<file path="config.mk">
export PLATFORM = sky130hd
export DESIGN_NAME = vic_loader_top
export DESIGN_NICKNAME = d
export VERILOG_FILES = /design/src/design/vic_loader_pkg.sv /design/src/design/basic_ptr_inject.sv /design/src/design/load_addr_map.sv /design/src/design/mem_port_mux.sv /design/src/design/prg_loader.sv /design/src/design/tape_fetch.sv /design/src/design/vic_loader_top.sv
export VERILOG_INCLUDE_DIRS = /design/src /design/src/design
export SDC_FILE = /design/constraint.sdc
export NUM_CORES = 1
export LEC_CHECK = 0
export BUFFER_PORTS_ARGS = -buffer_cell sky130_fd_sc_hd__buf_2
export CAP_MARGIN = 15
export CORE_UTILIZATION = 41
export CTS_CLUSTER_DIAMETER = 100
export CTS_CLUSTER_SIZE = 40
export DETAILED_ROUTE_END_ITERATION = 16
export PLACE_DENSITY = 0.7
export SLEW_MARGIN = 30
export SYNTH_ARGS = -nofsm -noshare
export SYNTH_HDL_FRONTEND = slang
export SYNTH_HIERARCHICAL = 1
export SYNTH_SLANG_ARGS = --single-unit
</file>
<file path="constraint.sdc">
create_clock -name clk_sys -period 4.9 [get_ports clk_sys]
set_input_delay 0.735 -clock clk_sys [delete_from_list [all_inputs] [get_ports clk_sys]]
set_output_delay 0.735 -clock clk_sys [all_outputs]
set_load 0.01 [all_outputs]
</file>
<file path="src/design/vic_loader_config.svh">
/*
  Address constants for the VIC-20 media loader.
  TAP images are kept in external memory from VL_TAP_BASE upward.
  The pointer table follows the BASIC zero page layout of the stock ROMs.
*/
`ifndef VIC_LOADER_CONFIG_SVH
`define VIC_LOADER_CONFIG_SVH

// ============================================================
// Memory layout
// ============================================================
`define VL_TAP_BASE        23'h020000
`define VL_PRG_CART_ADDR   16'hA000

// BASIC start of variables, arrays, end of arrays, end of program
`define VL_PTR_ADDR_0      16'h002D
`define VL_PTR_ADDR_1      16'h002E
`define VL_PTR_ADDR_2      16'h002F
`define VL_PTR_ADDR_3      16'h0030
`define VL_PTR_ADDR_4      16'h0031
`define VL_PTR_ADDR_5      16'h0032
`define VL_PTR_ADDR_6      16'h00AE
`define VL_PTR_ADDR_7      16'h00AF

// Byte offset of the version field in a TAP header
`define VL_TAP_VERSION_OFS 25'h000000C
// Last step of the pointer write sequence
`define VL_INJECT_LAST     5'd31

`endif

</file>
<file path="src/design/vic_loader_pkg.sv">
/*
  Shared types for the media loader and the memory port.
  Struct layouts are packed and match the bus widths of the core.
*/
package vic_loader_pkg;

    // Image kind decoded from the host index
    typedef enum logic [1:0] {
        DL_NONE,
        DL_ROM,
        DL_PRG,
        DL_TAP
    } dl_kind_t;

    // One beat of the host download stream
    typedef struct packed {
        logic        download;
        logic [7:0]  index;
        logic        wr;
        logic [23:0] addr;
        logic [7:0]  dout;
    } host_dl_t;

    // CPU external memory request
    typedef struct packed {
        logic        sel;
        logic        r_wn;
        logic [15:0] addr;
        logic [7:0]  data;
    } cpu_req_t;

    // External memory port
    typedef struct packed {
        logic [22:0] addr;
        logic [7:0]  din;
        logic        we;
        logic        oe;
    } mem_req_t;

    // Write beat from the loader or the pointer injector
    typedef struct packed {
        logic [15:0] addr;
        logic [7:0]  data;
        logic        wr;
    } load_wr_t;

endpackage

</file>
<file path="src/design/basic_ptr_inject.sv">
/*
  BASIC pointer update after a PRG download, plus the cartridge auto reset.
  Steps 1..31 run one per cycle from the falling edge of the PRG download.
  The beats are internal writes and leave through the configuration bus.
*/
`include "vic_loader_config.svh"

module basic_ptr_inject (
    input  logic                     clk_sys,
    input  logic                     reset,
    input  vic_loader_pkg::dl_kind_t kind_i,
    input  logic [15:0]              prg_addr_i,
    input  logic                     cart_hit_i,
    output vic_loader_pkg::load_wr_t inject_o,
    output logic                     force_reset_o
);
    import vic_loader_pkg::*;

    localparam logic [15:0] PTR_ADDR [8] = '{
        `VL_PTR_ADDR_0, `VL_PTR_ADDR_1, `VL_PTR_ADDR_2, `VL_PTR_ADDR_3,
        `VL_PTR_ADDR_4, `VL_PTR_ADDR_5, `VL_PTR_ADDR_6, `VL_PTR_ADDR_7
    };

    logic [4:0]  state;
    logic        prg_dl_d;
    logic        auto_reset;
    logic        ptr_slot;
    logic        inj_wr;
    logic [15:0] inj_addr;
    logic [7:0]  inj_data;

    // Odd steps 1..15 carry a pointer byte
    assign ptr_slot = state[0] && !state[4];

    always_ff @(posedge clk_sys) begin
        if (reset) begin
            state         <= 5'd0;
            prg_dl_d      <= 1'b0;
            auto_reset    <= 1'b0;
            inj_wr        <= 1'b0;
            force_reset_o <= 1'b0;
        end else begin
            prg_dl_d      <= (kind_i == DL_PRG);
            inj_wr        <= ptr_slot;
            force_reset_o <= 1'b0;
            if (cart_hit_i) begin
                auto_reset <= 1'b1;
            end
            if (prg_dl_d && kind_i != DL_PRG) begin
                state <= 5'd1;
            end else if (state == `VL_INJECT_LAST) begin
                state         <= 5'd0;
                force_reset_o <= auto_reset;
                auto_reset    <= 1'b0;
            end else if (state != 5'd0) begin
                state <= state + 5'd1;
            end
        end
    end

    // Even table slots take the low byte of the end address
    always_ff @(posedge clk_sys) begin
        if (ptr_slot) begin
            inj_addr <= PTR_ADDR[state[3:1]];
            inj_data <= state[1] ? prg_addr_i[15:8] : prg_addr_i[7:0];
        end
    end

    assign inject_o = '{addr: inj_addr, data: inj_data, wr: inj_wr};

endmodule

</file>
<file path="src/design/load_addr_map.sv">
/*
  Image kind decode and target address map. Purely combinational.
  ROM offsets with bits 15..13 of 110 or 111 have no window and map to 0.
  An active injector beat takes over the PRG address path.
*/
module load_addr_map (
    input  vic_loader_pkg::host_dl_t host_i,
    input  logic [15:0]              prg_addr_i,
    input  logic [22:0]              tap_addr_i,
    input  vic_loader_pkg::load_wr_t inject_i,
    output vic_loader_pkg::dl_kind_t kind_o,
    output logic [22:0]              target_o,
    output logic                     internal_o
);
    import vic_loader_pkg::*;

    // Low RAM, colour/VIC area and the I/O block live inside the core
    function automatic logic prg_internal(input logic [15:0] a);
        return (a[15:10] == 6'b000000) || (a[15:12] == 4'h1) || (a[15:10] == 6'b100101);
    endfunction

    always_comb begin
        kind_o = DL_NONE;
        if (host_i.download) begin
            case (host_i.index)
                8'h00:        kind_o = DL_ROM;
                8'h01, 8'h41: kind_o = DL_PRG;
                8'h81:        kind_o = DL_TAP;
                default:      kind_o = DL_NONE;
            endcase
        end
    end

    always_comb begin
        target_o   = 23'h0;
        internal_o = 1'b0;
        if (inject_i.wr) begin
            target_o   = {7'h0, inject_i.addr};
            internal_o = prg_internal(inject_i.addr);
        end else begin
            case (kind_o)
                DL_ROM: begin
                    case (host_i.addr[15:13])
                        3'b000, 3'b001: target_o = {7'h0, host_i.addr[15:0]};
                        3'b010, 3'b011: target_o = {7'h0, 3'b111, host_i.addr[12:0]};
                        3'b100:         target_o = {7'h0, 3'b110, host_i.addr[12:0]};
                        3'b101:         target_o = {7'h0, 4'b1000, host_i.addr[11:0]};
                        default:        target_o = 23'h0;
                    endcase
                    internal_o = |target_o[15:14];
                end
                DL_PRG: begin
                    target_o   = {7'h0, prg_addr_i};
                    internal_o = prg_internal(prg_addr_i);
                end
                DL_TAP:  target_o = tap_addr_i;
                default: target_o = 23'h0;
            endcase
        end
    end

endmodule

</file>
<file path="src/design/mem_port_mux.sv">
/*
  External memory port arbitration. Purely combinational.
  Priority: loader during a download, CPU while p2_h is high, tape fetch.
  ROM bytes outside the internal windows also go to memory.
*/
module mem_port_mux (
    input  vic_loader_pkg::dl_kind_t kind_i,
    input  logic                     p2_h_i,
    input  vic_loader_pkg::cpu_req_t cpu_i,
    input  vic_loader_pkg::load_wr_t load_i,
    input  logic [22:0]              target_i,
    input  logic                     internal_i,
    input  vic_loader_pkg::host_dl_t host_i,
    input  logic [22:0]              tap_addr_i,
    input  logic                     tap_oe_i,
    output vic_loader_pkg::mem_req_t mem_o,
    output vic_loader_pkg::load_wr_t conf_o
);
    import vic_loader_pkg::*;

    logic ext_wr;

    // Only decoded images may touch memory
    assign ext_wr = load_i.wr && !internal_i && (kind_i != DL_NONE);

    always_comb begin
        if (host_i.download) begin
            mem_o.addr = target_i;
            mem_o.din  = load_i.data;
            mem_o.we   = ext_wr;
            mem_o.oe   = 1'b0;
        end else if (p2_h_i) begin
            mem_o.addr = {7'h0, cpu_i.addr};
            mem_o.din  = cpu_i.data;
            mem_o.we   = cpu_i.sel && !cpu_i.r_wn;
            mem_o.oe   = cpu_i.sel && cpu_i.r_wn;
        end else begin
            mem_o.addr = tap_addr_i;
            mem_o.din  = cpu_i.data;
            mem_o.we   = 1'b0;
            mem_o.oe   = tap_oe_i;
        end
    end

    // Configuration bus sees internal beats only
    assign conf_o.addr = target_i[15:0];
    assign conf_o.data = load_i.data;
    assign conf_o.wr   = load_i.wr && internal_i;

endmodule

</file>
<file path="src/design/prg_loader.sv">
/*
  Address tracking for PRG and TAP images, write strobe for all kinds.
  The strobe lands one cycle after host wr, so the host holds addr, dout
  and download until its next byte. TAP offset 0 is not stored; byte k
  sits at VL_TAP_BASE + k.
*/
`include "vic_loader_config.svh"

module prg_loader (
    input  logic                     clk_sys,
    input  logic                     reset,
    input  vic_loader_pkg::host_dl_t host_i,
    input  vic_loader_pkg::dl_kind_t kind_i,
    input  logic                     no_load_addr_i,
    output logic [15:0]              prg_addr_o,
    output logic [22:0]              tap_addr_o,
    output logic                     ram_wr_o,
    output logic                     cart_hit_o
);
    import vic_loader_pkg::*;

    // Strobe belongs to a PRG byte
    logic prg_beat;

    always_ff @(posedge clk_sys) begin
        if (reset) begin
            ram_wr_o   <= 1'b0;
            prg_beat   <= 1'b0;
            cart_hit_o <= 1'b0;
        end else begin
            ram_wr_o   <= 1'b0;
            prg_beat   <= 1'b0;
            cart_hit_o <= prg_beat && (prg_addr_o == `VL_PRG_CART_ADDR);
            if (host_i.wr) begin
                case (kind_i)
                    DL_ROM: ram_wr_o <= 1'b1;
                    DL_PRG: begin
                        if (no_load_addr_i) begin
                            ram_wr_o <= 1'b1;
                            prg_beat <= 1'b1;
                        end else if (host_i.addr > 24'h1) begin
                            ram_wr_o <= 1'b1;
                            prg_beat <= 1'b1;
                        end
                    end
                    DL_TAP:  ram_wr_o <= (host_i.addr != 24'h0);
                    default: ram_wr_o <= 1'b0;
                endcase
            end
        end
    end

    // ============================================================
    // Address pointers
    // ============================================================
    always_ff @(posedge clk_sys) begin
        if (host_i.wr && kind_i == DL_PRG) begin
            if (no_load_addr_i) begin
                prg_addr_o <= (host_i.addr == 24'h0) ? `VL_PRG_CART_ADDR : prg_addr_o + 16'd1;
            end else if (host_i.addr == 24'h0) begin
                prg_addr_o[7:0] <= host_i.dout;
            end else if (host_i.addr == 24'h1) begin
                prg_addr_o[15:8] <= host_i.dout;
            end else if (host_i.addr != 24'h2) begin
                // Offset 2 lands on the header address itself
                prg_addr_o <= prg_addr_o + 16'd1;
            end
        end
        if (host_i.wr && kind_i == DL_TAP) begin
            tap_addr_o <= (host_i.addr == 24'h0) ? `VL_TAP_BASE : tap_addr_o + 23'd1;
        end
    end

endmodule

</file>
<file path="src/design/tape_fetch.sv">
/*
  Reads the stored TAP image back into the tape FIFO, one byte per CPU phase.
  A read starts on a falling edge of p2_h and is handed over on the next
  rising edge. p2_h must stay low at least two cycles so the data,
  which returns one cycle after the address, is captured.
*/
`include "vic_loader_config.svh"

module tape_fetch (
    input  logic                     clk_sys,
    input  logic                     reset,
    input  vic_loader_pkg::host_dl_t host_i,
    input  vic_loader_pkg::dl_kind_t kind_i,
    input  logic [22:0]              tap_addr_i,
    input  logic                     p2_h_i,
    input  logic [7:0]               mem_dout_i,
    input  logic                     tap_full_i,
    output logic [22:0]              play_addr_o,
    output logic                     oe_o,
    output logic [7:0]               tap_data_o,
    output logic                     tap_wrreq_o,
    output logic                     tap_version_o
);
    import vic_loader_pkg::*;

    logic [22:0] last_addr;
    logic        p2_h_d;
    logic        tap_dl_d;

    always_ff @(posedge clk_sys) begin
        if (reset) begin
            play_addr_o   <= `VL_TAP_BASE;
            last_addr     <= `VL_TAP_BASE;
            oe_o          <= 1'b0;
            tap_wrreq_o   <= 1'b0;
            tap_version_o <= 1'b0;
            p2_h_d        <= 1'b0;
            tap_dl_d      <= 1'b0;
        end else begin
            p2_h_d      <= p2_h_i;
            tap_dl_d    <= (kind_i == DL_TAP);
            tap_wrreq_o <= 1'b0;

            // One cycle past the download the last pointer is final
            if (kind_i == DL_TAP || tap_dl_d) begin
                last_addr <= tap_addr_i + 23'd1;
            end
            if (kind_i == DL_TAP) begin
                play_addr_o <= `VL_TAP_BASE + 23'd1;
                if (host_i.wr && {1'b0, host_i.addr} == `VL_TAP_VERSION_OFS) begin
                    tap_version_o <= host_i.dout[0];
                end
            end

            if (p2_h_d && !p2_h_i && !host_i.download &&
                play_addr_o != last_addr && !tap_full_i) begin
                oe_o <= 1'b1;
            end
            if (p2_h_i && !p2_h_d && oe_o) begin
                tap_wrreq_o <= 1'b1;
                oe_o        <= 1'b0;
                play_addr_o <= play_addr_o + 23'd1;
            end
        end
    end

    // Last sample before p2_h rises is the one handed over
    always_ff @(posedge clk_sys) begin
        if (!p2_h_i && oe_o) begin
            tap_data_o <= mem_dout_i;
        end
    end

endmodule

</file>
<file path="src/design/vic_loader_top.sv">
/*
  Media loader and memory port of the VIC-20 core.
  The host holds addr, dout and download for at least one cycle after wr.
  CPU read data is the raw memory output.
*/
module vic_loader_top (
    input  logic                     clk_sys,
    input  logic                     reset,
    input  vic_loader_pkg::host_dl_t host_i,
    input  logic                     no_load_addr_i,
    input  vic_loader_pkg::cpu_req_t cpu_i,
    input  logic                     p2_h_i,
    input  logic [7:0]               mem_dout_i,
    input  logic                     tap_full_i,
    output vic_loader_pkg::mem_req_t mem_o,
    output vic_loader_pkg::load_wr_t conf_o,
    output logic [7:0]               cpu_dout_o,
    output logic                     force_reset_o,
    output logic [7:0]               tap_data_o,
    output logic                     tap_wrreq_o,
    output logic                     tap_version_o
);
    vic_loader_pkg::dl_kind_t kind;
    vic_loader_pkg::load_wr_t inject;
    vic_loader_pkg::load_wr_t load_beat;
    logic [15:0]              prg_addr;
    logic [22:0]              tap_addr;
    logic [22:0]              target;
    logic [22:0]              play_addr;
    logic                     internal;
    logic                     ram_wr;
    logic                     cart_hit;
    logic                     tap_oe;

    // Injector and loader beats never overlap
    assign load_beat  = inject.wr ? inject : '{addr: prg_addr, data: host_i.dout, wr: ram_wr};
    assign cpu_dout_o = mem_dout_i;

    load_addr_map u_load_addr_map (
        .host_i     (host_i),
        .prg_addr_i (prg_addr),
        .tap_addr_i (tap_addr),
        .inject_i   (inject),
        .kind_o     (kind),
        .target_o   (target),
        .internal_o (internal)
    );

    prg_loader u_prg_loader (
        .clk_sys        (clk_sys),
        .reset          (reset),
        .host_i         (host_i),
        .kind_i         (kind),
        .no_load_addr_i (no_load_addr_i),
        .prg_addr_o     (prg_addr),
        .tap_addr_o     (tap_addr),
        .ram_wr_o       (ram_wr),
        .cart_hit_o     (cart_hit)
    );

    basic_ptr_inject u_basic_ptr_inject (
        .clk_sys       (clk_sys),
        .reset         (reset),
        .kind_i        (kind),
        .prg_addr_i    (prg_addr),
        .cart_hit_i    (cart_hit),
        .inject_o      (inject),
        .force_reset_o (force_reset_o)
    );

    tape_fetch u_tape_fetch (
        .clk_sys       (clk_sys),
        .reset         (reset),
        .host_i        (host_i),
        .kind_i        (kind),
        .tap_addr_i    (tap_addr),
        .p2_h_i        (p2_h_i),
        .mem_dout_i    (mem_dout_i),
        .tap_full_i    (tap_full_i),
        .play_addr_o   (play_addr),
        .oe_o          (tap_oe),
        .tap_data_o    (tap_data_o),
        .tap_wrreq_o   (tap_wrreq_o),
        .tap_version_o (tap_version_o)
    );

    mem_port_mux u_mem_port_mux (
        .kind_i     (kind),
        .p2_h_i     (p2_h_i),
        .cpu_i      (cpu_i),
        .load_i     (load_beat),
        .target_i   (target),
        .internal_i (internal),
        .host_i     (host_i),
        .tap_addr_i (play_addr),
        .tap_oe_i   (tap_oe),
        .mem_o      (mem_o),
        .conf_o     (conf_o)
    );

endmodule

</file>
==> metrics <==
run status finished, final reports clean; final net count 1115; Slew @ Worst Pin 0.866 ns; post-detailed-route wirelength per cell 19.5 um; power per cell area 272 nW/um2; Register Area 3060 um2; synth warn 6; H-tree level count 4; Lkg Pwr 3.64 nW; worst-path fanout max 17; Crit-path slowest cell ha_1; clk slew on worst S/H paths 0.06 ns; Max clock buf depth 2; Final period util 0.843; port bufs 157; Critical Path AT 3.40 ns; total CTS buffers 17; Die ar. 21400 um2; most common cell after layout, fill and taps aside buf_2; Pre-Repair DR Iteration Count 7; met3 WL 2.45 mm; # IOs 158; max_cap viols 0; number of gates resized after CTS 0; syn avg cell area 9.26 um2; DRC viols 0; final wirelength 25.4 mm; HP Class flop to flop; fmax 242 MHz; core area 20400 um2; Starting Density 0.420; Filler cells 1941; Synth Cell Area 8540 um2; unrepaired setup endpoints after global routing no; final slew viol count 0; final core utilization 0.475; Antenna Cells 0; routed vias/inst 5.94; number of global-route vias before repair 6995; Setup violations, final 0; Crit path required time 4.16 ns; GR Overflow Total 0; CP endpoint kind output port; commonest non-fill, non-tap cells in the layout buf_2 (157), nand2_1 (69), nor2_1 (66); first-pass GRT wire length 39.2 mm; total number of vias 7733; type of element launching the critical path primary input; share of cells above drive strength 1 0.241; maximum number of pins on one net before global-route repair 54; Tmin final 4.13 ns; crit-path cells buf_2 > nor4b_2 > nand2_1 > nor3_1 > buf_4 > ha_1 > nor2b_1 > and2_1 > nand2_1 > o21ai_1 > buf_2; Hold Buf Count CTS 0; top sig layer met4; Clock Skews 0.00835 ns; # Post-CTS Setup Buffers 0; Die Ht 146 um; antenna viol nets, final 0; post-route setup TNS 0 ns; Area growth syn-to-layout 13.3%; GP Congestion 0.863; clk sinks 123; routed length on met2 11.6 mm; Final Hold Viols 0; DIE WIDTH 146 um; relative slew slack 0.423; critical path class primary input to output port; clk root buf clkbuf_16; CTS tree yes; initial antenna violation count 0; area of the multi-input gates 4800 um2; routed length on met1 10.8 mm; Post-Syn Instances 923; hpwl dp 18.6 mm; CP max stage delay 0.54 ns; floorplan row count 52; First DRT Iteration DRCs 909; GRT Total Usage 0.236; Total Power 2.63 mW; Max IR drop VDD 188 uV; insertion delay to the later sink of the worst-skew pair 0.42 ns
[layout make-up]
type,instances,area share
clock buffers,18,0.0443
clock inverters,14,0.0110
inverters,22,0.00853
multi-input cells,689,0.497
flip-flops and latches,123,0.317
well taps,270,0.0349
repair buffers,166,0.0882
[sequential cells by signal, indices dropped and copies added, names as in the netlist]
| register | count |
|---|---|
| u_tape_fetch/tap_data_o | 8 |
| u_basic_ptr_inject/inj_addr | 5 |
| u_prg_loader/cart_hit_o | 1 |
| u_basic_ptr_inject/state | 5 |
| u_basic_ptr_inject/prg_dl_d | 1 |
| u_prg_loader/prg_addr_o | 16 |
| u_tape_fetch/tap_version_o | 1 |
| u_tape_fetch/p2_h_d | 1 |
| u_basic_ptr_inject/force_reset_o | 1 |
| u_tape_fetch/oe_o | 1 |
| u_basic_ptr_inject/inj_data | 8 |
| u_prg_loader/tap_addr_o | 23 |
| u_tape_fetch/play_addr_o | 23 |
| u_prg_loader/ram_wr_o | 1 |
| u_tape_fetch/tap_wrreq_o | 1 |
| u_basic_ptr_inject/inj_wr | 1 |
| u_basic_ptr_inject/auto_reset | 1 |
| u_tape_fetch/last_addr | 23 |
| u_tape_fetch/tap_dl_d | 1 |
| u_prg_loader/prg_beat | 1 |
[critical path: cells and delay by family]
family | cells | cell delay [ns]
fa+ha+maj | 1 | 0.54
buf+inv | 3 | 0.49
compound gates | 1 | 0.11
simple gates | 6 | 1.51
[path summary, 6_finish.rpt]
kind / cells after the start / slack [ns] / to / start
max: 11 / 0.77 / mem_o[29] / host_i[37]
min: 2 / 0.49 / u_basic_ptr_inject/auto_reset$_SDFF_PP0_ / u_basic_ptr_inject/auto_reset$_SDFF_PP0_
max reg2reg: 5 / 2.53 / u_prg_loader/tap_addr_o[18]$_SDFFCE_PP0P_ / u_prg_loader/tap_addr_o[0]$_SDFFCE_PP0P_
min reg2reg: 2 / 0.49 / u_basic_ptr_inject/auto_reset$_SDFF_PP0_ / u_basic_ptr_inject/auto_reset$_SDFF_PP0_
[stage by stage]
step / setup WS [ns] / std cells / cell area [um2] / hold slack, ns
floorplan: 1.06 / 931 / 8570 / 0.445
global placement: 0.863 / 1270 / 9140 / 0.472
detailed placement: 0.787 / 1270 / 9140 / 0.483
CTS: 0.805 / 1302 / 9680 / 0.490
global route: 0.588 / 1302 / 9680 / 0.487
finish: 0.770 / 1302 / 9680 / 0.494
[report_power, final]
group / switching [mW] / internal [mW]
registers: 0.0126 / 1.11
clock network: 0.473 / 0.685
logic: 0.206 / 0.146
total: 0.692 / 1.94
[layer usage]
metal	vias to the layer above	global-route usage
li1	3616	-
met1	3696	0.306
met2	389	0.367
met3	32	0.0788
met4	0	0.0776
met5	-	0
Note: power is estimated with default switching activity, not from simulation.
